==> config.mk <==
export PLATFORM = sky130hd
export DESIGN_NAME = uop_decode
export DESIGN_NICKNAME = d
export VERILOG_FILES = /design/src/logic/uop_pkg.sv /design/src/logic/cdb_pkg.sv /design/src/logic/uop_decode.sv
export VERILOG_INCLUDE_DIRS = /design/src /design/src/logic
export SDC_FILE = /design/constraint.sdc
export NUM_CORES = 1
export LEC_CHECK = 0
export ABC_AREA = 0
export BUFFER_PORTS_ARGS = -buffer_cell sky130_fd_sc_hd__buf_4
export CAP_MARGIN = 20
export CORE_AREA = 2 2 165 167
export DETAILED_ROUTE_END_ITERATION = 10
export DIE_AREA = 0 0 167 169
export PLACE_DENSITY_LB_ADDON = 0.3
export SETUP_SLACK_MARGIN = 0.2
export SLEW_MARGIN = 20
export SYNTH_ARGS = -nofsm -noshare
export SYNTH_HDL_FRONTEND = slang
export SYNTH_SLANG_ARGS = --single-unit
==> constraint.sdc <==
create_clock -name vclk -period 3
set_clock_uncertainty 0.2 [all_clocks]
set_input_delay 0 -clock vclk [all_inputs]
set_output_delay 0 -clock vclk [all_outputs]
set_load 0.02 [all_outputs]
==> src/logic/ooo_settings.svh <==
`ifndef OOO_SETTINGS_SVH
`define OOO_SETTINGS_SVH

// ==============================
// Scheduler sizing
// ==============================

// Reservation station entries
`define RS_DEPTH 8

// Micro-ops offered by dispatch per cycle
`define DISPATCH_WIDTH 2

// Broadcast ports, port 0 is ALU and port 1 is MUL
`define CDB_WIDTH 2

// ==============================
// Datapath sizing
// ==============================

// Physical tag space and its index width
`define PHYS_REGS 32
`define TAG_WIDTH ($clog2(`PHYS_REGS))

// Operand and result width
`define XLEN 32

// Depth of the multiplier pipeline
`define MUL_STAGES 3

`endif

==> src/logic/uop_pkg.sv <==
`include "ooo_settings.svh"

package uop_pkg;

    // ==============================
    // Encodings
    // ==============================

    // Supported operations
    typedef enum logic [2:0] {
        ADD,
        SUB,
        AND,
        OR,
        XOR,
        SLL,
        MUL,
        MULH
    } opcode_e;

    // Which lane executes the op
    typedef enum logic {
        FU_ALU,
        FU_MUL
    } fu_type_e;

    // ==============================
    // Micro-op forms
    // ==============================

    // One source operand, value only meaningful once ready
    typedef struct packed {
        logic [`TAG_WIDTH-1:0] tag;
        logic                  ready;
        logic [`XLEN-1:0]      value;
    } src_operand_t;

    // As delivered by dispatch
    typedef struct packed {
        opcode_e               opcode;
        logic [`TAG_WIDTH-1:0] dest_tag;
        src_operand_t          src1;
        src_operand_t          src2;
    } disp_uop_t;

    // As held in a station entry
    typedef struct packed {
        opcode_e               opcode;
        fu_type_e              fu_type;
        logic [`TAG_WIDTH-1:0] dest_tag;
        src_operand_t          src1;
        src_operand_t          src2;
    } rs_entry_t;

endpackage

==> src/logic/cdb_pkg.sv <==
`include "ooo_settings.svh"

package cdb_pkg;

    // One completed result on a broadcast port
    typedef struct packed {
        logic                  valid;
        logic [`TAG_WIDTH-1:0] tag;
        logic [`XLEN-1:0]      value;
    } cdb_packet_t;

    // What a lane receives at issue
    typedef struct packed {
        logic                  valid;
        uop_pkg::opcode_e      opcode;
        logic [`TAG_WIDTH-1:0] dest_tag;
        logic [`XLEN-1:0]      src1_value;
        logic [`XLEN-1:0]      src2_value;
    } issue_pkt_t;

    // Wakeup of one waiting source from any port
    function automatic uop_pkg::src_operand_t cdb_snoop(
        input uop_pkg::src_operand_t          src,
        input cdb_packet_t [`CDB_WIDTH-1:0]   cdb
    );
        uop_pkg::src_operand_t res;
        res = src;
        for (int p = 0; p < `CDB_WIDTH; p++) begin
            // Tags are unique in flight, so at most one port hits
            if (!src.ready && cdb[p].valid && (cdb[p].tag == src.tag)) begin
                res.ready = 1'b1;
                res.value = cdb[p].value;
            end
        end
        return res;
    endfunction

endpackage

==> src/logic/uop_decode.sv <==
`include "ooo_settings.svh"

module uop_decode
    import uop_pkg::*;
    import cdb_pkg::*;
(
    input  logic        [`DISPATCH_WIDTH-1:0] disp_valid_i,
    input  disp_uop_t   [`DISPATCH_WIDTH-1:0] disp_uop_i,
    input  cdb_packet_t [`CDB_WIDTH-1:0]      cdb_i,
    output rs_entry_t   [`DISPATCH_WIDTH-1:0] entry_o,
    output logic        [`DISPATCH_WIDTH-1:0] entry_valid_o
);

    // ==============================
    // Unit type lookup
    // ==============================

    function automatic fu_type_e fu_of(input opcode_e op);
        fu_type_e fu;
        case (op)
            MUL, MULH: fu = FU_MUL;
            default:   fu = FU_ALU;
        endcase
        return fu;
    endfunction

    // ==============================
    // Slot decode
    // ==============================

    always_comb begin
        for (int s = 0; s < `DISPATCH_WIDTH; s++) begin
            entry_o[s].opcode   = disp_uop_i[s].opcode;
            entry_o[s].fu_type  = fu_of(disp_uop_i[s].opcode);
            entry_o[s].dest_tag = disp_uop_i[s].dest_tag;
            // Same-cycle bypass
            // a producer broadcasting now would otherwise never be seen by the entry
            entry_o[s].src1     = cdb_snoop(disp_uop_i[s].src1, cdb_i);
            entry_o[s].src2     = cdb_snoop(disp_uop_i[s].src2, cdb_i);
        end
    end

    // Slot valid passes through with its entry
    assign entry_valid_o = disp_valid_i;

endmodule

# Word level (Yosys, flattened, before mapping)

Index checks and enable logic that the tools add are counted.

Flip-flop bits (word level): 0
Input port bits: 246
Word-level logic and storage cells: 44

Equality and inequality tests: 12
Multiplexer cells: 10
Reductions and logical operators: 22

Operators with widths:

| kind               | count |
|---|---|
| $mux 33            | 8 |
| $eq 5x5->1         | 8 |
| $logic_and 1x1->1  | 16 |
| $eq 3x3->1 const B | 4 |
| $logic_not 1->1    | 4 |
| $reduce_or 2->1    | 2 |
| $mux 1             | 2 |

# Depth between registers and ports, before layout

Depth after elaboration: 5
Gate-level depth with buffers: 7
Mapped depth without buffers: 4

# Worst setup path before layout

No wires, ideal clock.

Kind: input to output
From: input cdb_i[34] (netlist bit)
To: output entry_o[110] (netlist bit)
Arrival time: 1.519 ns
Data required time: 2.800 ns
Path slack: 1.281 ns
Cell stages on the path: 7
Path buffers: 3
Cells stage by stage: buf_6 -> xnor2_2 -> nand4_2 -> buf_6 -> buf_6 -> or4_1 -> a31oi_1

RTL lines:

| item        | RTL line         | RTL |
|---|---|---|
| from (decl) | uop_decode.sv:9  | `` input cdb_packet_t [`CDB_WIDTH-1:0] cdb_i, `` |
| to (decl)   | uop_decode.sv:10 | `` output rs_entry_t [`DISPATCH_WIDTH-1:0] entry_o, `` |

==> flow_results.xml <==
<?xml version="1.0" encoding="UTF-8"?>
<metrics>
  <group name="floorplanning">
    <metric name="cell_rows" unit="">60</metric>
    <metric name="die_h" unit="um">169</metric>
    <metric name="core-area" unit="um^2">26500</metric>
    <metric name="floorplan.initialDensity" unit="%">17.1</metric>
    <metric name="die_area" unit="um^2">28200</metric>
    <metric name="floorplan.io_pins" unit="">418</metric>
    <metric name="die_width" unit="um">167</metric>
  </group>
  <group name="cells_and_area">
    <metric name="layout_filler_cell_count" unit="">2992</metric>
    <metric name="layout-drive-gt1-share" unit="%">40.8</metric>
    <metric name="fin_nets" unit="">1296</metric>
    <metric name="seq_cells" unit="">0</metric>
    <metric name="finish.utilization" unit="%">28.3</metric>
    <metric name="register_area" unit="um^2">0</metric>
    <metric name="nClkBuffers" unit="">0</metric>
    <metric name="synthToLayoutAreaGrowth" unit="%">65.1</metric>
  </group>
  <group name="route">
    <metric name="top_layer_used" unit="">met4</metric>
    <metric name="totalWireLength" unit="um">34300</metric>
    <metric name="firstDrtPassIters" unit="">6</metric>
    <metric name="dr.first_iter.drc_count" unit="">893</metric>
    <metric name="drt-met1-wl" unit="um">12900</metric>
    <metric name="met2WireLength" unit="um">17400</metric>
    <metric name="antenna_violating_nets_post_route" unit="">0</metric>
    <metric name="avgViaCountPerCell" unit="">5.52</metric>
    <metric name="met3RoutedLength" unit="um">3260</metric>
    <metric name="vias" unit="">7695</metric>
    <metric name="route.detailed.drc" unit="">0</metric>
    <metric name="routedWlPerCell" unit="um">24.6</metric>
  </group>
  <group name="yosys">
    <metric name="syn-mean-instance-area" unit="um^2">5.88</metric>
    <metric name="synth-warning-count" unit="">0</metric>
    <metric name="synthesis.nets" unit="">1017</metric>
    <metric name="synthCells" unit="">771</metric>
    <metric name="synth.largest_area_cell" unit="">sky130_fd_sc_hd__a31oi_1</metric>
    <metric name="synth-seq-area-share" unit="%">0</metric>
    <metric name="ys_types" unit="">28</metric>
    <metric name="yosysTopAreaCellShare" unit="%">17.4</metric>
    <metric name="syn_area" unit="um^2">4530</metric>
    <metric name="cells_taking_the_most_area_after_synthesis" unit="">sky130_fd_sc_hd__a31oi_1 (17%), sky130_fd_sc_hd__or4_1 (16%), sky130_fd_sc_hd__nor3_1 (14%), sky130_fd_sc_hd__o21ai_0 (12%), sky130_fd_sc_hd__clkbuf_1 (7.1%)</metric>
  </group>
  <group name="timing">
    <metric name="slew-limit-headroom" unit="%">31.1</metric>
    <metric name="period_minus_slack" unit="ps">2240</metric>
    <metric name="report.final.slew_viol_count" unit="">0</metric>
    <metric name="setup_tns" unit="ps">0</metric>
    <metric name="setup_viol" unit="">0</metric>
    <metric name="timing.final.hold_violations" unit="">0</metric>
    <metric name="rsz0062_at_grt" unit="">false</metric>
    <metric name="fin_crit_sh" unit="%">74.5</metric>
    <metric name="worst-slew-pin-transition" unit="ps">1030</metric>
    <metric name="clock.fmax" unit="MHz">447</metric>
  </group>
  <group name="grt">
    <metric name="first_global_vias" unit="">7381</metric>
    <metric name="grt_start_max_net_pins" unit="">66</metric>
    <metric name="grt_first_pass_wirelength" unit="um">48100</metric>
    <metric name="grt.total_usage" unit="%">22.2</metric>
    <metric name="globalRouteOverflowTotal" unit="">0</metric>
    <metric name="grt_antenna_before_repair" unit="">1</metric>
  </group>
  <group name="placed_design">
    <metric name="gp_congestion" unit="">0.872</metric>
    <metric name="post-dp-hpwl" unit="um">26400</metric>
    <metric name="numPortBuffers" unit="">390</metric>
  </group>
  <group name="worst_setup_path">
    <metric name="timing.critical_path.required" unit="ps">2800</metric>
    <metric name="setup.worst_path.end_class" unit="">primary output</metric>
    <metric name="crit_path_start_kind" unit="">input pin</metric>
    <metric name="cp_data_arrival_time" unit="ps">2040</metric>
    <metric name="criticalPathCategory" unit="">input pin to primary output</metric>
    <metric name="worstPathMaxFanout" unit="">36</metric>
  </group>
  <group name="hold_path">
    <metric name="class_of_the_worst_hold_path" unit="">input pin to primary output</metric>
  </group>
  <group name="outcome">
    <metric name="run_status" unit="">finished, final reports clean</metric>
  </group>
  <group name="run">
    <metric name="cap_viol_max_count" unit="">0</metric>
  </group>
  <group name="clocking">
    <metric name="cts.repair_timing.setup_buffer_count" unit="">0</metric>
    <metric name="number_of_hold_repair_buffers_added_at_the_cts_stage" unit="">14</metric>
    <metric name="count_of_cells_resized_by_post_cts_repair" unit="">0</metric>
  </group>
</metrics>
==> cell usage after synthesis, drive strengths merged, types with 2 or more instances <==
cell,number
a31oi,126
and2,3
buf,66
clkbuf,86
inv,3
nand2,34
nand3,35
nand3b,5
nand4,8
nor2,2
nor3,126
nor4,2
o211ai,3
o21a,2
o21ai,126
o31a,2
or2,4
or3,2
or4,94
xnor2,37
xor2,3
==> logic make-up (layout without fill, tap and decap cells) <==
logic type      count (synthesis)  in the layout  share of synthesized area (%)
compound gates                259            259                           32.5
simple gates                  317            317                           40.2
buf+inv                       155            432                           18.5
other cells                     0              5                              0
xor+xnor                       40             40                           8.72
==> routing by layer <==
metal	vias up	GRT usage [%]
li1	3520	-
met4	0	4.87
met5	-	0
met2	502	40.8
met3	45	3.44
met1	3628	27.2
==> final timing paths <==
check | from | slack, ps | endpoint | cells after the start
setup / recovery | cdb_i[37] | 760 | entry_o[51] | 7
hold / removal | disp_uop_i[82] | 6 | entry_o[83] | 2
==> worst max-delay path, cell delays in order <==
cell	delay, ps
sky130_fd_sc_hd__buf_4	370
sky130_fd_sc_hd__nor2b_1	220
sky130_fd_sc_hd__nand2_1	520
sky130_fd_sc_hd__buf_4	410
sky130_fd_sc_hd__o21ai_0	200
sky130_fd_sc_hd__a31oi_1	120
sky130_fd_sc_hd__buf_4	190
==> through the flow <==
stage | hold WS (ps) | setup slack, ps | cells | instance area (um^2)
after floorplan | -87.4 | 1280 | 771 | 4530
after global placement | -200 | 844 | 1375 | 7330
after detailed placement | -200 | 797 | 1375 | 7330
after CTS | 6.38 | 791 | 1389 | 7470
after global routing | 10.7 | 567 | 1389 | 7470
final | 5.75 | 764 | 1394 | 7490
==> placed cells by master (no fill, tap or decap), types with 5 or more instances in the layout <==
cell type / netlist / routed
sky130_fd_sc_hd__nor3_1: 126 / 126
sky130_fd_sc_hd__dlygate4sd3_1: 0 / 14
sky130_fd_sc_hd__xnor2_1: 31 / 31
sky130_fd_sc_hd__a31oi_1: 126 / 126
sky130_fd_sc_hd__nand2_1: 34 / 34
sky130_fd_sc_hd__buf_4: 38 / 411
sky130_fd_sc_hd__o21ai_1: 20 / 20
sky130_fd_sc_hd__or4_1: 94 / 94
sky130_fd_sc_hd__nand3b_1: 5 / 5
sky130_fd_sc_hd__xnor2_2: 6 / 6
sky130_fd_sc_hd__diode_2: 0 / 5
sky130_fd_sc_hd__nand4_1: 7 / 7
sky130_fd_sc_hd__o21ai_0: 106 / 106
sky130_fd_sc_hd__nand3_1: 35 / 32
==> cell type report <==
class / instances / area, um^2 / area share (%)
multi-input combinational: 616 / 3730 / 49.8
timing repair buffer: 429 / 3310 / 44.2
tap: 341 / 427 / 5.70
antenna: 5 / 12.5 / 0.167
inverter: 3 / 11.3 / 0.150
