[config.mk]
export PLATFORM = sky130hd
export DESIGN_NAME = exec_lanes
export DESIGN_NICKNAME = d
export VERILOG_FILES = /design/src/logic/uop_pkg.sv /design/src/logic/cdb_pkg.sv /design/src/logic/exec_lanes.sv
export VERILOG_INCLUDE_DIRS = /design/src /design/src/logic
export SDC_FILE = /design/constraint.sdc
export NUM_CORES = 2
export LEC_CHECK = 0
export BUFFER_PORTS_ARGS = -buffer_cell sky130_fd_sc_hd__buf_2
export CORE_ASPECT_RATIO = 0.9
export CORE_MARGIN = 4
export CORE_UTILIZATION = 45
export DETAILED_ROUTE_END_ITERATION = 7
export MAX_ROUTING_LAYER = met4
export RECOVER_POWER = 100
export SYNTH_ARGS = -nofsm -noshare
export SYNTH_HDL_FRONTEND = slang
export SYNTH_SLANG_ARGS = --single-unit
[constraint.sdc]
create_clock -name clk_i -period 18.35 [get_ports clk_i]
set_clock_uncertainty 0.2 [all_clocks]
set_input_delay 0.9175 -clock clk_i [delete_from_list [all_inputs] [get_ports clk_i]]
set_output_delay 0.9175 -clock clk_i [all_outputs]
set_load 0.005 [all_outputs]
[src/logic/ooo_settings.svh]
`ifndef OOO_SETTINGS_SVH
`define OOO_SETTINGS_SVH

// ==============================
// Scheduler sizing
// ==============================

// Reservation station entries
`define RS_DEPTH 8

// Micro-ops offered by dispatch per cycle
`define DISPATCH_WIDTH 2

// Broadcast ports, port 0 is ALU and port 1 is MUL
`define CDB_WIDTH 2

// ==============================
// Datapath sizing
// ==============================

// Physical tag space and its index width
`define PHYS_REGS 32
`define TAG_WIDTH ($clog2(`PHYS_REGS))

// Operand and result width
`define XLEN 32

// Depth of the multiplier pipeline
`define MUL_STAGES 3

`endif

[src/logic/uop_pkg.sv]
`include "ooo_settings.svh"

package uop_pkg;

    // ==============================
    // Encodings
    // ==============================

    // Supported operations
    typedef enum logic [2:0] {
        ADD,
        SUB,
        AND,
        OR,
        XOR,
        SLL,
        MUL,
        MULH
    } opcode_e;

    // Which lane executes the op
    typedef enum logic {
        FU_ALU,
        FU_MUL
    } fu_type_e;

    // ==============================
    // Micro-op forms
    // ==============================

    // One source operand, value only meaningful once ready
    typedef struct packed {
        logic [`TAG_WIDTH-1:0] tag;
        logic                  ready;
        logic [`XLEN-1:0]      value;
    } src_operand_t;

    // As delivered by dispatch
    typedef struct packed {
        opcode_e               opcode;
        logic [`TAG_WIDTH-1:0] dest_tag;
        src_operand_t          src1;
        src_operand_t          src2;
    } disp_uop_t;

    // As held in a station entry
    typedef struct packed {
        opcode_e               opcode;
        fu_type_e              fu_type;
        logic [`TAG_WIDTH-1:0] dest_tag;
        src_operand_t          src1;
        src_operand_t          src2;
    } rs_entry_t;

endpackage

[src/logic/cdb_pkg.sv]
`include "ooo_settings.svh"

package cdb_pkg;

    // One completed result on a broadcast port
    typedef struct packed {
        logic                  valid;
        logic [`TAG_WIDTH-1:0] tag;
        logic [`XLEN-1:0]      value;
    } cdb_packet_t;

    // What a lane receives at issue
    typedef struct packed {
        logic                  valid;
        uop_pkg::opcode_e      opcode;
        logic [`TAG_WIDTH-1:0] dest_tag;
        logic [`XLEN-1:0]      src1_value;
        logic [`XLEN-1:0]      src2_value;
    } issue_pkt_t;

    // Wakeup of one waiting source from any port
    function automatic uop_pkg::src_operand_t cdb_snoop(
        input uop_pkg::src_operand_t          src,
        input cdb_packet_t [`CDB_WIDTH-1:0]   cdb
    );
        uop_pkg::src_operand_t res;
        res = src;
        for (int p = 0; p < `CDB_WIDTH; p++) begin
            // Tags are unique in flight, so at most one port hits
            if (!src.ready && cdb[p].valid && (cdb[p].tag == src.tag)) begin
                res.ready = 1'b1;
                res.value = cdb[p].value;
            end
        end
        return res;
    endfunction

endpackage

[src/logic/exec_lanes.sv]
`include "ooo_settings.svh"

module exec_lanes
    import uop_pkg::*;
    import cdb_pkg::*;
(
    input  logic                          clk_i,
    input  logic                          rst_n_i,
    input  logic                          flush_i,
    input  issue_pkt_t                    alu_pkt_i,
    input  issue_pkt_t                    mul_pkt_i,
    output cdb_packet_t [`CDB_WIDTH-1:0]  cdb_o
);

    // ALU result function
    function automatic logic [`XLEN-1:0] alu_calc(
        input opcode_e          op,
        input logic [`XLEN-1:0] a,
        input logic [`XLEN-1:0] b
    );
        logic [`XLEN-1:0] r;
        case (op)
            ADD:     r = a + b;
            SUB:     r = a - b;
            AND:     r = a & b;
            OR:      r = a | b;
            XOR:     r = a ^ b;
            SLL:     r = a << b[$clog2(`XLEN)-1:0];
            // MUL ops never reach this lane
            default: r = '0;
        endcase
        return r;
    endfunction

    logic                         alu_valid_q;
    logic [`TAG_WIDTH-1:0]        alu_tag_q;
    logic [`XLEN-1:0]             alu_value_q;
    logic                         mul_valid_q [`MUL_STAGES];
    logic [`TAG_WIDTH-1:0]        mul_tag_q   [`MUL_STAGES];
    logic [`XLEN-1:0]             mul_value_q [`MUL_STAGES];
    logic signed [2*`XLEN-1:0]    mul_product;
    logic [`XLEN-1:0]             mul_result;

    // ==============================
    // Valid bits
    // ==============================

    always_ff @(posedge clk_i) begin
        if (!rst_n_i || flush_i) begin
            alu_valid_q <= 1'b0;
            for (int s = 0; s < `MUL_STAGES; s++) mul_valid_q[s] <= 1'b0;
        end else begin
            alu_valid_q    <= alu_pkt_i.valid;
            mul_valid_q[0] <= mul_pkt_i.valid;
            for (int s = 1; s < `MUL_STAGES; s++) mul_valid_q[s] <= mul_valid_q[s-1];
        end
    end

    // ==============================
    // Payload
    // ==============================

    // Full signed product, low half serves MUL as well
    assign mul_product = $signed(mul_pkt_i.src1_value) * $signed(mul_pkt_i.src2_value);
    assign mul_result  = (mul_pkt_i.opcode == MULH) ? mul_product[2*`XLEN-1:`XLEN]
                                                    : mul_product[`XLEN-1:0];

    always_ff @(posedge clk_i) begin
        alu_tag_q      <= alu_pkt_i.dest_tag;
        alu_value_q    <= alu_calc(alu_pkt_i.opcode, alu_pkt_i.src1_value, alu_pkt_i.src2_value);
        mul_tag_q[0]   <= mul_pkt_i.dest_tag;
        mul_value_q[0] <= mul_result;
        // Result rides down the remaining stages
        for (int s = 1; s < `MUL_STAGES; s++) begin
            mul_tag_q[s]   <= mul_tag_q[s-1];
            mul_value_q[s] <= mul_value_q[s-1];
        end
    end

    // Port 0 ALU, port 1 MUL
    assign cdb_o[0].valid = alu_valid_q;
    assign cdb_o[0].tag   = alu_tag_q;
    assign cdb_o[0].value = alu_value_q;
    assign cdb_o[1].valid = mul_valid_q[`MUL_STAGES-1];
    assign cdb_o[1].tag   = mul_tag_q[`MUL_STAGES-1];
    assign cdb_o[1].value = mul_value_q[`MUL_STAGES-1];

endmodule

Yosys cells after proc, flatten, opt, wreduce, memory -nomap -nowiden
Memories as Yosys holds them, arrays and structs flattened.
Index checks and enable logic that the tools add are counted.

storage, ports and cells
  register bits after elaboration = 38
  memory bits (writable) = 114
  output and inout bits = 76
  memories = 3

memories
  memory       words  width  read ports  clocked after Yosys merged registers in  wr ports  line              text
  mul_value_q  3      32     3           0                                        3         exec_lanes.sv:40  logic [`XLEN-1:0] mul_value_q [`MUL_STAGES];
  mul_tag_q    3      5      3           0                                        3         exec_lanes.sv:39  logic [`TAG_WIDTH-1:0] mul_tag_q [`MUL_STAGES];
  mul_valid_q  3      1      3           0                                        3         exec_lanes.sv:38  logic mul_valid_q [`MUL_STAGES];

cells by class
  add/sub/neg operators = 2
  multipliers = 1
  equality and inequality tests = 6
  shifts and indexed selects = 1
  multiplexer cells = 8
  bitwise gates (word level) = 6
  reduce and logical (&&, ||, !) cells = 3

operators by type and width
  cell                                                             number
  32-bit case mux with 6 select lines                              1
  32-bit by 32-bit multiplier with 64-bit output                   1
  32-bit adder                                                     1
  32-bit AND                                                       1
  32-bit two-way mux                                               1
  32-bit bitwise OR                                                1
  32-bit by 5-bit left shift with 32-bit output                    1
  32-bit subtractor                                                1
  32-bit XOR                                                       1
  3-bit == test, second input constant                             3
  3-bit by 2-bit == test with 1-bit output, second input constant  2
  1-bit two-way mux                                                6
  3-bit by 1-bit == test with 1-bit output, second input constant  1
  3-bit logical NOT                                                1
  1-bit bitwise OR                                                 3
  1-bit logical NOT                                                1
  1-bit logical OR                                                 1

Logic depth before layout (Yosys ltp)
  depth after elaboration = 5
  mapped depth = 28

Least setup slack after synthesis
OpenSTA, ideal clock, no wires.

  kind = input port to flip-flop
  start point = in mul_pkt_i[63] (netlist bit)
  end point = mem mul_value_q[0][30] (netlist bit)
  arrival = 7992 ps
  data required time = 18033 ps
  path slack = 10041 ps
  stages = 27
  path buffers = 1
  path through = clkbuf_1 nand2_1 inv_1 fa_1 inv_1 fa_1 inv_1 fa_1 fa_1 inv_1 fa_1 inv_1 fa_1 inv_1 fa_1 inv_1 fa_1 ha_1 and3_1 nor2b_1 and3b_1 o21ai_0 a31oi_1 o41ai_2 o221ai_1 mux2i_1 nand2_1

RTL lines
  item             line              text
  start, declared  exec_lanes.sv:11  input issue_pkt_t mul_pkt_i,
  end, declared    exec_lanes.sv:40

==> key figures <==
Drt
  – Routed len/inst: slightly above 20 um
  – Final ANT Viol Nets: 0
  – Via count: about 33000
  – Residual DRC: 0
  – Drt first-iter violations: about 2300
  – Final WL: about 130000 um
  – DR pass1 iterations: 6
  – Drt via density: about 5.3

CTS
  – Post-cts hold buffer count: 0
  – Clk Latency, worst-skew pair: about 0.45 ns
  – Total clock sinks: 152
  – CTS Root Cell: clkbuf_16
  – CTS tree: yes
  – Setup Buffers After CTS: 0
  – Post-CTS Resized: 0
  – Clock slew at reported path FFs: about 0.07 ns
  – Htree depth: 4
  – Inserted Clock Buffers: 17
  – Clk buf depth: 2

Synthesis
  – Synth warn: 0
  – Largest area contributor in the netlist: fa_1
  – Post-Syn Area: between 40000 and 50000 um^2
  – Synth area leaders: fa_1 (48%), inv_1 (8.5%), ha_1 (7.8%)
  – Synth cell types: 81
  – Post-synth ARST share: 0
  – Post-Syn Nets: around 6400
  – Ys flop type: dfxtp_1
  – Sequential share of the synthesized area: 0.06749
  – Synth Instances: ~4900
  – FF+latch count, synth: 152
  – Avg Cell Area, Syn: between 9 and 10 um^2
  – Post-synth top area share: 0.4809
  – Post-synth EDFFs: 0

Layout
  – Post-route cell area: between 40000 and 50000 um^2
  – Area Overhead vs Synth: 4.821%
  – FF+latch area: 3043 um^2
  – Footprint of the multi-input gates: about 37000 um^2
  – Layout cell share with drive strength beyond 1: 0.05444
  – Fillers: ~9600
  – Fin nets: 6349

GRT
  – First-pass GRT wire length: 201400 um
  – GR Util All Layers: 0.2524
  – Largest net degree at the start of global routing: 52
  – Total global routing overflow: 0
  – Initial antenna violation count: 7
  – Number of global-route vias before repair: roughly 34000

Timing
  – Hold Violations, Final: 0
  – Worst slew margin: -0.4070
  – Worst-margin pin slew: between 2 and 2.5 ns
  – Final setup fails: 0
  – Fmax achieved: between 100 and 150 MHz
  – Final Critical Period: between 9 and 10 ns
  – Setup TNS: 0 ns
  – Final period utilization: 0.5399
  – RSZ-0062 raised after global routing: no
  – Pins Over Slew Limit: 33

Setup path
  – CP required: 18.45 ns
  – Max stage delay on crit path: 1.47 ns
  – CP Max Fanout: 32
  – CP Cell Sequence: clkbuf_1, nand2_1, fa_1, inv_1, fa_1, fa_1, inv_1, fa_1, inv_1, fa_1, fa_1, fa_1, fa_1, ha_1, a21oi_1, o21ai_0, a21o_1, a221o_1, o2111ai_1, a31oi_1, o41ai_1, o21ai_0, xnor2_1, mux2i_1
  – Worst setup SP type: input pin
  – Worst Setup End Kind: register
  – Most frequent CP cell: fa_1
  – Arr. time, crit path: 10.01 ns
  – Critical path class: input pin to register
  – CP max stage cell: clkbuf_1

Placed design
  – Area after DPL: 46760 um^2
  – GPL Wtd Cong: 0.9527
  – Hpwl dp: ~100000 um
  – Port bufs: 224

Floorplan
  – Die X: 341.6 um
  – # IOs: between 200 and 250
  – FP Rows: around 110
  – Initial Util: 0.4560
  – Core area: slightly below 100000 um^2
  – DIE HEIGHT: 308.3 um
  – Die Area: approximately 110000 um^2

Run status
  – Status: finished, violations left
  – Failing checks: max-capacitance violations, max-slew violations

Job
  – Max-cap violations: 1

Hold path
  – Hold Crit Class: register to register
-- cells in the final DEF (no fill, tap or decap), types with 7 or more instances in the layout --
cell type / synthesis / layout
xnor2_1: 85 / 85
nand4_1: 12 / 12
and3_1: 19 / 19
mux2i_1: 28 / 28
nand2_1: 613 / 613
o221ai_1: 9 / 9
dfxtp_1: 152 / 152
o22a_1: 8 / 8
mux4_2: 18 / 18
o21ai_0: 103 / 110
fa_1: 1083 / 1083
o21a_1: 11 / 12
clkbuf_16: 0 / 17
a211oi_1: 10 / 13
inv_1: 1019 / 1019
clkbuf_1: 238 / 49
a21oi_1: 138 / 138
and2_1: 521 / 517
xor2_1: 33 / 33
nor2b_1: 11 / 11
nor4_1: 10 / 10
nand3_1: 34 / 33
buf_2: 6 / 175
a21o_1: 46 / 46
a31oi_1: 19 / 20
diode_2: 0 / 7
o31ai_1: 8 / 8
a22oi_1: 31 / 31
buf_4: 39 / 19
nor3_1: 15 / 15
o211ai_1: 7 / 7
nand2b_1: 20 / 20
ha_1: 281 / 281
o22ai_1: 31 / 31
a221o_1: 7 / 7
nor2_1: 96 / 95
o21bai_1: 16 / 16
-- per-layer routing --
layer	GRT usage	up-vias	wire (um)
met5	-	-	0
met4	0.05275	0	2890
met3	0.02636	143	6226
met2	0.4120	908	61930
met1	0.3449	17130	54370
li1	-	14470	-
-- cell families (layout without fill, tap and decap cells) --
kind of cell	Yosys count	after routing	synth area share
other	0	7	0
AND/OR/NAND/NOR	1369	1369	0.1496
multiplexers	48	48	0.01571
flip-flops	152	152	0.06749
AO/OA/AOI/OAI	501	501	0.07207
XOR/XNOR	118	118	0.02292
buffers and inverters	1315	1297	0.1133
adder cells (fa/ha/maj)	1364	1364	0.5589
-- flip-flops by register name, indices dropped and copies added (netlist names) --
signal,flops
alu_value_q,32
alu_tag_q,5
mul_valid_q,3
alu_valid_q,1
mul_tag_q,15
mul_value_q,96
-- synth_stat cells (4+ instances only) --
master	number
a211oi_1	10
a211oi_2	4
a21o_1	46
a21oi_1	138
a221o_1	7
a22oi_1	31
a311oi_1	4
a31oi_1	19
and2_1	521
and3_1	19
buf_1	7
buf_2	6
buf_4	39
clkbuf_1	238
dfxtp_1	152
fa_1	1083
ha_1	281
inv_1	1019
mux2i_1	28
mux4_2	18
nand2_1	613
nand2b_1	20
nand3_1	34
nand4_1	12
nor2_1	96
nor2b_1	11
nor3_1	15
nor4_1	10
o211ai_1	7
o21a_1	11
o21ai_0	103
o21ai_1	9
o21bai_1	16
o221ai_1	9
o22a_1	8
o22ai_1	31
o31ai_1	8
o41ai_1	4
or2_2	4
or3_1	5
xnor2_1	85
xor2_1	33
-- per-stage QoR --
stage,hold slack (ns),util,setup slack [ns],instances
floorplan,0.1096,-,10.04,4867
global placement,0.1105,0.4729,8.891,6149
detailed placement,0.1121,0.4729,8.819,6149
CTS,0.1284,0.4792,9.275,6181
global route,0.1317,0.4780,7.976,6188
finish,0.1273,0.4780,8.444,6188
-- worst paths after layout --
path	startpoint	endpoint	slack, ns	depth (start not counted)
min reg2reg	mul_value_q[0][58]	mul_value_q[0][90]	0.13	0
max	mul_pkt_i[44]	mul_value_q[0][28]	8.44	24
min	mul_value_q[0][58]	mul_value_q[0][90]	0.13	0
max reg2reg	mul_valid_q[0][1]	mul_valid_q[0][2]	17.63	1
-- layout make-up --
class                           count  area share
Tap cell                         1332     0.03527
Antenna cell                        7   0.0003707
Multi-Input combinational cell   3400      0.7801
Inverter                         1022     0.08118
Sequential cell                   152     0.06439
Timing Repair Buffer              243     0.02544
Clock inverter                     15    0.004236
Clock buffer                       17    0.009002
-- worst max-delay path: cells and delay by family --
kind            cells  cell delay (ns)
compound gates      8             2.48
buf+inv             4             1.63
mux                 1             0.08
simple gates        1             0.23
fa+ha+maj           9             4.45
xor+xnor            1             0.16
Power is left out: the tool's default activity adds up to more than one toggle a clock period on the data nets, which glitch-free logic cannot reach.
