### config.mk
export PLATFORM = sky130hd
export DESIGN_NAME = issue_select
export DESIGN_NICKNAME = d
export VERILOG_FILES = /design/src/logic/uop_pkg.sv /design/src/logic/cdb_pkg.sv /design/src/logic/issue_select.sv
export VERILOG_INCLUDE_DIRS = /design/src /design/src/logic
export SDC_FILE = /design/constraint.sdc
export NUM_CORES = 1
export LEC_CHECK = 0
export BUFFER_PORTS_ARGS = -buffer_cell sky130_fd_sc_hd__clkbuf_2
export CORE_AREA = 2 2 329 331
export DETAILED_ROUTE_END_ITERATION = 12
export DIE_AREA = 0 0 331 333
export PLACE_DENSITY_LB_ADDON = 0.08
export SYNTH_ARGS = -nofsm -noshare
export SYNTH_HDL_FRONTEND = slang
export SYNTH_SLANG_ARGS = --single-unit
### constraint.sdc
create_clock -name vclk -period 3.25
set_input_delay 0.8125 -clock vclk [all_inputs]
set_output_delay 0.8125 -clock vclk [all_outputs]
set_load 0.03 [all_outputs]
### src/logic/ooo_settings.svh
`ifndef OOO_SETTINGS_SVH
`define OOO_SETTINGS_SVH

// ==============================
// Scheduler sizing
// ==============================

// Reservation station entries
`define RS_DEPTH 8

// Micro-ops offered by dispatch per cycle
`define DISPATCH_WIDTH 2

// Broadcast ports, port 0 is ALU and port 1 is MUL
`define CDB_WIDTH 2

// ==============================
// Datapath sizing
// ==============================

// Physical tag space and its index width
`define PHYS_REGS 32
`define TAG_WIDTH ($clog2(`PHYS_REGS))

// Operand and result width
`define XLEN 32

// Depth of the multiplier pipeline
`define MUL_STAGES 3

`endif

### src/logic/uop_pkg.sv
`include "ooo_settings.svh"

package uop_pkg;

    // ==============================
    // Encodings
    // ==============================

    // Supported operations
    typedef enum logic [2:0] {
        ADD,
        SUB,
        AND,
        OR,
        XOR,
        SLL,
        MUL,
        MULH
    } opcode_e;

    // Which lane executes the op
    typedef enum logic {
        FU_ALU,
        FU_MUL
    } fu_type_e;

    // ==============================
    // Micro-op forms
    // ==============================

    // One source operand, value only meaningful once ready
    typedef struct packed {
        logic [`TAG_WIDTH-1:0] tag;
        logic                  ready;
        logic [`XLEN-1:0]      value;
    } src_operand_t;

    // As delivered by dispatch
    typedef struct packed {
        opcode_e               opcode;
        logic [`TAG_WIDTH-1:0] dest_tag;
        src_operand_t          src1;
        src_operand_t          src2;
    } disp_uop_t;

    // As held in a station entry
    typedef struct packed {
        opcode_e               opcode;
        fu_type_e              fu_type;
        logic [`TAG_WIDTH-1:0] dest_tag;
        src_operand_t          src1;
        src_operand_t          src2;
    } rs_entry_t;

endpackage

### src/logic/cdb_pkg.sv
`include "ooo_settings.svh"

package cdb_pkg;

    // One completed result on a broadcast port
    typedef struct packed {
        logic                  valid;
        logic [`TAG_WIDTH-1:0] tag;
        logic [`XLEN-1:0]      value;
    } cdb_packet_t;

    // What a lane receives at issue
    typedef struct packed {
        logic                  valid;
        uop_pkg::opcode_e      opcode;
        logic [`TAG_WIDTH-1:0] dest_tag;
        logic [`XLEN-1:0]      src1_value;
        logic [`XLEN-1:0]      src2_value;
    } issue_pkt_t;

    // Wakeup of one waiting source from any port
    function automatic uop_pkg::src_operand_t cdb_snoop(
        input uop_pkg::src_operand_t          src,
        input cdb_packet_t [`CDB_WIDTH-1:0]   cdb
    );
        uop_pkg::src_operand_t res;
        res = src;
        for (int p = 0; p < `CDB_WIDTH; p++) begin
            // Tags are unique in flight, so at most one port hits
            if (!src.ready && cdb[p].valid && (cdb[p].tag == src.tag)) begin
                res.ready = 1'b1;
                res.value = cdb[p].value;
            end
        end
        return res;
    endfunction

endpackage

### src/logic/issue_select.sv
`include "ooo_settings.svh"

module issue_select
    import uop_pkg::*;
    import cdb_pkg::*;
(
    input  rs_entry_t [`RS_DEPTH-1:0] rs_entries_i,
    input  logic      [`RS_DEPTH-1:0] rs_ready_i,
    output logic      [`RS_DEPTH-1:0] issue_enable_o,
    output issue_pkt_t                alu_pkt_o,
    output issue_pkt_t                mul_pkt_o
);

    // Entry to lane packet
    function automatic issue_pkt_t make_pkt(input rs_entry_t e);
        issue_pkt_t pkt;
        pkt.valid      = 1'b1;
        pkt.opcode     = e.opcode;
        pkt.dest_tag   = e.dest_tag;
        pkt.src1_value = e.src1.value;
        pkt.src2_value = e.src2.value;
        return pkt;
    endfunction

    // ==============================
    // Oldest-slot-first pick per lane
    // ==============================

    always_comb begin : pick
        logic alu_found;
        logic mul_found;
        alu_found      = 1'b0;
        mul_found      = 1'b0;
        issue_enable_o = '0;
        alu_pkt_o      = '0;
        mul_pkt_o      = '0;
        for (int i = 0; i < `RS_DEPTH; i++) begin
            if (rs_ready_i[i] && !alu_found && (rs_entries_i[i].fu_type == FU_ALU)) begin
                alu_found         = 1'b1;
                issue_enable_o[i] = 1'b1;
                alu_pkt_o         = make_pkt(rs_entries_i[i]);
            end
            // Independent search, one MUL per cycle
            if (rs_ready_i[i] && !mul_found && (rs_entries_i[i].fu_type == FU_MUL)) begin
                mul_found         = 1'b1;
                issue_enable_o[i] = 1'b1;
                mul_pkt_o         = make_pkt(rs_entries_i[i]);
            end
        end
    end

endmodule

# == Word-level counts from Yosys, hierarchy flattened ==
# Index checks and enable logic that the tools add are counted.
# totals
regBits,0
output_inout_bits,154
wordCells,97
# classes
muxes,45
bitwise,8
n_reduce_logical,44
# ops
cell,count
$mux 73,16
$logic_and 1x1->1,30
$mux 1,29
$logic_not 1->1,14
$not 1->1,8

# == Logic depth before layout (Yosys ltp) ==
# Gate-level depths: netlist (run 1).
# logic_depth
word_depth,32
ltp_mapped,8
ltp_nobuf,5

# == Least setup slack after synthesis (run 1) ==
# OpenSTA, ideal clock, no wires.
# synth_timing
path_kind,in2out
from,input port rs_ready_i[1]
to,output port alu_pkt_o[0] (netlist name)
arrival_ns,2.907
t_required_ns,2.438
slack_ns,-0.469
stages,7
path_buffers,2
cell_sequence,buf_2 -> nor2b_4 -> or4b_4 -> nor3_4 -> buf_6 -> a221oi_1 -> a211oi_1
# synth_lines
item,line,text
"start, declared",issue_select.sv:8,"input logic [`RS_DEPTH-1:0] rs_ready_i,"
"end, declared",issue_select.sv:10,"output issue_pkt_t alu_pkt_o,"

==> reports/qor.yml, run 1 <==
outcome:
  status: "finished, violations left"
  violations: "setup timing"
synth:
  ys_warn_count: 0
  syn_area_per_cell_um2: 6.14
  ys_seq_area_share_pct: 0
  netlist.area_leader.share_pct: 12.4
  synth.distinct_cells: 49
  synth.area.top_cells: "a221oi_1 (12%), nand2_1 (11%), nand2b_1 (8.9%)"
  synth_nets: 2369
  yosysTopAreaCell: "a221oi_1"
  syn_inst: 1681
  syn_area_um2: 10300
sta:
  tightest_slew_ns: 0.889
  max_freq_mhz: 248
  period_needed_ns: 4.04
  finalSetupViolCount: 150
  final.setup.worst_slack_ns: -0.790
  hold_viol: 0
  slew_headroom_pct: 40.7
  finalCritPeriodShare_pct: 124
  drv_slew: 0
  rsz0062_at_grt: "yes"
  whs_ns: 2.00
routing:
  top_layer_used: "met5"
  drc: 0
  vias: 18865
  initialDrtViolationCount: 1309
  antenna_left: 0
  wl_met1_um: 51200
  wl_um: 120000
  dr_wl_met3_um: 7370
  via_per_inst: 4.74
  met2RoutedLength_um: 59500
  drt-pass1-iter-count: 7
  wl_per_cell_um: 30.1
global_routing:
  grt.total_usage_pct: 20.3
  overflow: 0
  grt_pass1_vias: 19679
  grt_max_degree: 68
  antenna_found_initial: 33
  grt_pass1_wl_um: 160000
die:
  core-area_um2: 107000
  ios: 842
  die_h_um: 333
  initial_core_util_pct: 9.69
  dieArea_um2: 110000
  rows: 120
  die_w_um: 331
finish:
  register_area_um2: 0
  nFlopsAndLatches: 0
  fin_cells: 3984
  n_clock_buffer: 0
  drive_gt1_share_pct: 61.2
  final_nets: 3254
  syn2layout_area_growth_pct: 142
  fillers: 11841
power_and_ir_drop:
  leakagePower_nw: 10.1
  vdd_drop_max_mv: 0.0851
  p_seq_share_pct: 0
  pwr-share-clk_pct: 0
  p_total_mw: 5.21
  p_comb_share_pct: 100.0
  p_int_mw: 2.40
  switching_share_pct: 54.0
  switching_power_mw: 2.81
  powerDensity_nw_per_um2: 208
critical_path:
  required_ns: 2.44
  endpoint_kind: "primary output"
  crit_path_cell_trace: "buf_6 -> buf_6 -> a222oi_1 -> buf_4 -> buf_6 -> and2_4 -> nand3_4 -> buf_4 -> clkbuf_16 -> o211a_1 -> clkbuf_8"
  slowest_stage: "a222oi_1"
  crit_type: "primary input to primary output"
  max_stage_delay_ns: 0.71
  start_kind: "primary input"
  cp_max_fo: 10
  cp_common_cell: "buf_6"
  arrival_ns: 3.23
placed_design:
  pre_cts_slack_ns: -0.871
  numPortBuffers: 746
  place_inst: 3856
  place.gp.congestion: 0.842
  dpl.hpwl_um: 85500
clock_network:
  ctsHoldBuffers: 0
min_path:
  min_path_cells: 3
  hp-class: "primary input to primary output"
  min_to: "mul_pkt_o[70]"
  min-delay-start: "rs_entries_i[678]"
flow_run:
  maxCapViolations: 0
[power groups by stage]
stage / clock, mW / sequential (mW) / combinational [mW]
after global placement: 0 / 0 / 4.09
after floorplan: 0 / 0 / 2.23
final: 0.000000658 / 0 / 5.21
after CTS: 0 / 0 / 4.93
after global routing: 0.000000494 / 0 / 5.47
after detailed placement: 0 / 0 / 4.08
[how the worst max path moves through the flow]
| stage | startpoint | endpoint | slack (ns) | cells past startpoint |
|---|---|---|---|---|
| after detailed placement | rs_ready_i[0] | alu_pkt_o[34] | -0.87 | 10 |
| after global placement | rs_ready_i[0] | alu_pkt_o[34] | -0.86 | 10 |
| after floorplan | rs_ready_i[1] | mul_pkt_o[27] | -0.21 | 7 |
| after CTS | rs_entries_i[251] | mul_pkt_o[4] | -0.72 | 12 |
| after global routing | rs_ready_i[2] | mul_pkt_o[3] | -0.75 | 11 |
| final | rs_ready_i[2] | mul_pkt_o[38] | -0.79 | 11 |
[layout make-up]
type | count | area (µm²) | area share, %
multi-input combinational | 1467 | 13300 | 53.3
timing repair buffer | 1096 | 9880 | 39.5
tap | 1403 | 1760 | 7.01
antenna | 17 | 42.5 | 0.170
inverter | 1 | 3.75 | 0.0150
[kinds of logic (layout without fill, tap and decap cells)]
kind of cell / count (synthesis) / count (layout) / share of synthesized area (%)
AO/OA/AOI/OAI: 569 / 569 / 49.7
XOR/XNOR: 1 / 1 / 0.0848
buffers and inverters: 214 / 1097 / 9.31
multiplexers: 1 / 1 / 0.0969
other: 0 / 17 / 0
AND/OR/NAND/NOR: 896 / 896 / 40.8
[stage by stage]
stage	cell area [µm²]	util, %	TNS (ns)
2_1_floorplan	12000	-	-18.50
3_3_place_gp	19300	18.1	-100.68
3_5_place_dp	19300	18.1	-102.57
4_1_cts	23200	21.8	-90.34
5_1_grt	25000	23.5	-93.72
6_report	25000	23.5	-90.08
[Yosys cell counts (all sizes together), types with 55 or more instances]
master  number
nand2      298
nor2       194
clkbuf     154
nand2b     147
a221oi     146
nor3       124
a211oi      73
a221o       71
o221ai      67
buf         59
a21oi       56
and3        55
[cells in the final DEF, fill, tap and decap left out, drive strengths merged, types with 2 or more instances in the layout]
cell     Yosys  routed
nand2      298     298
diode        0      17
a21o         2       2
nand2b     147     147
o21ai        2       2
o22ai        6       6
a22o        52      52
and3        55      55
buf         59     413
nor3       124     124
nor3b        3       3
nor2b        8       8
and2         9       9
o211a       17      17
nor2       194     194
a21oi       56      56
clkbuf     154     683
o22a         4       4
a221o       71      71
a222oi      18      18
a211oi      73      73
a221oi     146     146
nand4        6       6
o221ai      67      67
a2111oi     50      50
nand3       46      46
[repair_timing]
action,in CTS,in global routing
gates cloned,29,5
resized for setup,543,401
endpoints found under the setup margin,152,152
pin swaps,82,127
buffers inserted,60,39
[metal layers]
metal  up-vias  GRT usage [%]
li1       8326              -
met2       872           36.0
met4        30           2.88
met3       119           3.48
met5         -              0
met1      9518           26.0
[worst max-delay path, delay by kind of cell]
family	cells	cell delay [ns]
compound gates	2	0.94
simple gates	2	0.34
buf+inv	7	1.13
No activity file was read; power rests on OpenSTA's default activity.
==> inputs of run 2 (changes only) <==
- MAX_ROUTING_LAYER: default -> met4
==> run 2 against run 1 <==
The flow still finishes with violations (setup timing). Global-route usage is 0.59 points higher. Critical path depth unchanged. Sequential share of layout area unchanged. Non-clock buffer count rose by 1. Clock-buffer cell count stayed put. Combinational power hardly changed. Total power decreased by 0.46%.
==> reports/qor.yml, run 2 (synthesis gave the netlist of run 1 again) <==
outcome:
  status: "finished, violations left"
  violations: "setup timing"
finish:
  fillers: 11846  # +0.042%
  n_clock_buffer: 0  # unchanged
  nFlopsAndLatches: 0  # unchanged
  drive_gt1_share_pct: 60.7  # -0.41 points
  layout_common_cells: "clkbuf_2 (588), nand2_1 (225), buf_4 (169)"
  register_area_um2: 0  # unchanged
  final_nets: 3255  # +0.031%
  fin_cells: 4004  # +0.50%
  utilization_pct: 23.4  # -0.028 points
  multi_input_area_um2: 13300  # -0.46%
  mostFrequentLayoutCell: "clkbuf_2"
  syn2layout_area_growth_pct: 142
sta:
  slew_headroom_pct: 46.4  # +5.7 points
  max_freq_mhz: 256  # +3.3%
  whs_ns: 2.00  # +0.00271 ns
  finalSetupViolCount: 150  # unchanged
  hold_viol: 0  # unchanged
  finalCritPeriodShare_pct: 120  # -4.0 points
  finalSetupTns_ns: -81.49  # +8.60 ns
  final.setup.worst_slack_ns: -0.661  # +0.130 ns
  period_needed_ns: 3.91  # -0.130 ns
  tightest_slew_ns: 0.803  # -0.0857 ns
  rsz0062_at_grt: "yes"
  drv_slew: 0  # unchanged
die:
  rows: 120  # unchanged
  initial_core_util_pct: 9.69  # unchanged
  dieArea_um2: 110000  # unchanged
  die_w_um: 331  # unchanged
  core-area_um2: 107000  # unchanged
  ios: 842  # unchanged
  die_h_um: 333  # unchanged
global_routing:
  grt_max_degree: 68  # unchanged
  grt_pass1_wl_um: 159000  # about the same
  grt_pass1_vias: 19698  # +0.097%
  antenna_found_initial: 35  # +6.1%
  grt.total_usage_pct: 20.9  # +0.59 points
  overflow: 0  # unchanged
power_and_ir_drop:
  vdd_drop_max_mv: 0.0852  # +0.16%
  p_comb_share_pct: 100.0  # about the same
  leakagePower_nw: 10.1  # +0.28%
  p_int_mw: 2.39  # -0.36%
  switching_power_mw: 2.80  # -0.55%
  powerDensity_nw_per_um2: 207  # -0.34%
  switching_share_pct: 53.9  # about the same
  p_total_mw: 5.19  # -0.46%
  p_seq_share_pct: 0  # unchanged
  pwr-share-clk_pct: 0  # unchanged
min_path:
  min-delay-start: "rs_entries_i[678]"
  min_path_cells: 3  # unchanged
  hp-class: "primary input to primary output"
critical_path:
  crit_buf_inv: 7  # unchanged
  crit_type: "primary input to primary output"
  path_depth: 11  # unchanged
  cp_common_cell: "buf_6"
  crit_path_cell_trace: "buf_6 -> buf_6 -> a222oi_1 -> buf_4 -> buf_6 -> and2_4 -> nand3_4 -> buf_12 -> buf_12 -> o211a_4 -> buf_8"
  required_ns: 2.44  # about the same
  max_stage_delay_ns: 0.61  # -0.10 ns
  start_kind: "primary input"
  cp_top_family: "buffers and inverters"
  crit_start: "rs_ready_i[2]"
  endpoint_kind: "primary output"
  cp_max_fo: 8  # -2
  slowest_stage: "a222oi_1"
  arrival_ns: 3.10  # -0.13 ns
routing:
  drc: 0  # unchanged
  wl_per_cell_um: 29.7  # -1.3%
  vias: 18682  # -0.97%
  drt-pass1-iter-count: 6  # -1
  via_per_inst: 4.67  # -1.5%
  initialDrtViolationCount: 1089  # -17%
  antenna_left: 0  # unchanged
  wl_um: 119000  # -0.81%
placed_design:
  dpl.hpwl_um: 85500  # unchanged
  numPortBuffers: 746  # unchanged
  place_inst: 3856  # unchanged
  place.gp.congestion: 0.855  # +1.6%
flow_run:
  maxCapViolations: 0  # unchanged
-- run 2: cell count changes in the layout (fill, tap and decap cells not counted), sizes merged --
cell / delta
diode: +19
buf: +7
clkbuf: -6
-- run 2: final timing paths --
kind                  slack, ns            end
worst min-delay path       2.00  mul_pkt_o[70]
worst max-delay path      -0.66  mul_pkt_o[19]
-- run 2: area by class of cell --
class	count	area share (%)
repair buffers	1097	39.5
multi-input cells	1467	53.1
diodes	36	0.360
well taps	1403	7.02
inverters	1	0.0150
-- run 2: what timing repair did --
item                       CTS  global route
setup buffers               60            42
setup endpoints to repair  152           152
cloned                      29             4
pin swaps                   82           135
gates resized for setup    543           398
hold buffers                 0             0
-- run 2: power by group through the flow --
stage	clock network [mW]	registers [mW]	logic (mW)
6_report	0.00000136	0	5.19
5_1_grt	0.00000132	0	5.45
4_1_cts	0	0	4.93
3_5_place_dp	0	0	4.08
3_3_place_gp	0	0	4.09
2_1_floorplan	0	0	2.23
-- run 2: worst min-delay path, delay by kind of cell --
| kind | cells | cell delay, ns |
|---|---|---|
| compound gates | 1 | 0.14 |
| buf+inv | 2 | 0.23 |
-- run 2: routing by layer --
| metal | track usage [%] | wire length (µm) |
|---|---|---|
| met5 | - | 0 |
| met4 | 2.94 | 1620 |
| met3 | 3.45 | 7390 |
| met2 | 35.9 | 59300 |
| met1 | 26.1 | 50600 |
-- run 2: per-stage QoR --
| step | worst slack, ns | cell area [µm²] |
|---|---|---|
| 2_1_floorplan | -0.214 | 12000 |
| 3_3_place_gp | -0.862 | 19300 |
| 3_5_place_dp | -0.871 | 19300 |
| 4_1_cts | -0.724 | 23200 |
| 5_1_grt | -0.749 | 25000 |
| 6_report | -0.661 | 25000 |
==> inputs of run 3 (changes only) <==
- SKIP_LAST_GASP: default -> 1
==> run 3 against run 2 <==
Wire length is 0.97% higher. The run still ends with setup timing left. Die area unchanged. First-iteration DRC count grew 10%. Largest cell class unchanged. Critical endpoint is now mul_pkt_o[3]. Largest power group unchanged.
==> reports/qor.yml, run 3 (synthesis gave the netlist of run 1 again) <==
outcome:
  status: "finished, violations left"
  violations: "setup timing"
routing:
  antenna_left: 0  # unchanged
  via_per_inst: 4.68  # +0.32%
  dr_wl_met3_um: 7250  # -1.9%
  wl_um: 120000  # +0.97%
  wl_met1_um: 51600  # +2.0%
  initialDrtViolationCount: 1199  # +10%
  top_layer_used: "met4"
  met2RoutedLength_um: 59400  # +0.23%
  drt-pass1-iter-count: 6  # unchanged
  vias: 18793  # +0.59%
  drc: 0  # unchanged
  wl_per_cell_um: 29.9  # +0.69%
power_and_ir_drop:
  p_int_mw: 2.36  # -1.2%
  p_comb_share_pct: 100.0  # about the same
  p_seq_share_pct: 0  # unchanged
  pwr-share-clk_pct: 0  # unchanged
  vdd_drop_max_mv: 0.110  # +30%
  leakagePower_nw: 10.1  # about the same
  switching_power_mw: 2.79  # -0.19%
  p_total_mw: 5.15  # -0.68%
  switching_share_pct: 54.2  # +0.27 points
  powerDensity_nw_per_um2: 207  # -0.37%
placed_design:
  place.gp.congestion: 0.855  # unchanged
  dpl.hpwl_um: 85500  # unchanged
  place_inst: 3856  # unchanged
  placed_area_um2: 19300  # unchanged
  pre_cts_slack_ns: -0.871  # unchanged
  numPortBuffers: 746  # unchanged
sta:
  tightest_slew_ns: 0.834  # +0.0304 ns
  period_needed_ns: 3.95  # +0.0383 ns
  finalSetupViolCount: 150  # unchanged
  slew_headroom_pct: 44.4  # -2.0 points
  rsz0062_at_grt: "yes"
  max_freq_mhz: 253  # -0.97%
  whs_ns: 2.00  # -0.00431 ns
  finalSetupTns_ns: -84.42  # -2.93 ns
  final.setup.worst_slack_ns: -0.699  # -0.0383 ns
  drv_slew: 0  # unchanged
  finalCritPeriodShare_pct: 122  # +1.2 points
  hold_viol: 0  # unchanged
finish:
  register_area_um2: 0  # unchanged
  n_clock_buffer: 0  # unchanged
  drive_gt1_share_pct: 60.7  # about the same
  final_nets: 3267  # +0.37%
  fillers: 11870  # +0.20%
  nFlopsAndLatches: 0  # unchanged
  layout_common_cells: "clkbuf_2 (589), nand2_1 (224), buf_4 (174)"
  utilization_pct: 23.4  # -0.073 points
  mostFrequentLayoutCell: "clkbuf_2"
  finalInstanceArea_um2: 24900  # -0.31%
  syn2layout_area_growth_pct: 141
  fin_cells: 4015  # +0.27%
critical_path:
  required_ns: 2.44  # about the same
  start_kind: "primary input"
  arrival_ns: 3.14  # +0.04 ns
  crit_type: "primary input to primary output"
  endpoint_kind: "primary output"
  cp_max_fo: 6  # -2
global_routing:
  grt_pass1_wl_um: 159000  # -0.26%
  grt_pass1_vias: 19624  # -0.38%
  antenna_found_initial: 36  # +2.9%
  overflow: 0  # unchanged
  grt_max_degree: 68  # unchanged
  grt.total_usage_pct: 20.9  # -0.053 points
die:
  die_h_um: 333  # unchanged
  die_w_um: 331  # unchanged
  ios: 842  # unchanged
  core-area_um2: 107000  # unchanged
  rows: 120  # unchanged
  initial_core_util_pct: 9.69  # unchanged
  dieArea_um2: 110000  # unchanged
min_path:
  min-delay-start: "rs_entries_i[678]"
  min_to: "mul_pkt_o[70]"
  min_path_cells: 3  # unchanged
  hp-class: "primary input to primary output"
flow_run:
  maxCapViolations: 0  # unchanged
==> run 3: routing by layer <==
| layer | global-route usage (%) | vias to the layer above |
|---|---|---|
| li1 | - | 8381 |
| met1 | 26.0 | 9477 |
| met2 | 35.8 | 835 |
| met3 | 3.37 | 100 |
| met4 | 3.11 | 0 |
| met5 | - | - |
==> run 3: cell type report <==
class / instances / area (µm²) / share of cell area, %
Tap cell: 1403 / 1760 / 7.04
Antenna cell: 35 / 87.6 / 0.351
Timing Repair Buffer: 1109 / 9900 / 39.7
Multi-Input combinational cell: 1467 / 13200 / 52.8
Inverter: 1 / 3.75 / 0.0151
==> run 3: critical path: stages <==
cell and delay, ns:
buf_6 0.10, buf_6 0.10, a222oi_1 0.63, buf_4 0.25, buf_6 0.10, and2_4 0.18, nand3_4 0.16, buf_12 0.20
buf_16 0.17, o211a_4 0.27, buf_8 0.13
==> run 3: worst max path at each step <==
stage	from	end	slack, ns	cells after the start
2_1_floorplan	rs_ready_i[1]	mul_pkt_o[27]	-0.21	7
3_3_place_gp	rs_ready_i[0]	alu_pkt_o[34]	-0.86	10
3_5_place_dp	rs_ready_i[0]	alu_pkt_o[34]	-0.87	10
4_1_cts	rs_entries_i[251]	mul_pkt_o[4]	-0.72	12
5_1_grt	rs_ready_i[2]	mul_pkt_o[3]	-0.76	11
6_report	rs_ready_i[2]	mul_pkt_o[3]	-0.70	11
==> run 3: repair_timing <==
action,in CTS,in global routing
gates resized for setup,435,543
endpoints found under the setup margin,152,152
cloned,29,8
hold buffers,0,0
pin swaps,63,119
buffers inserted,60,55
==> run 3: power groups by stage <==
stage	Sequential (mW)	Clock [mW]	Combinational, mW
after floorplan	0	0	2.23
after global placement	0	0	4.09
after detailed placement	0	0	4.08
after CTS	0	0	4.80
after global routing	0	0.00000132	5.41
final	0	0.00000137	5.15
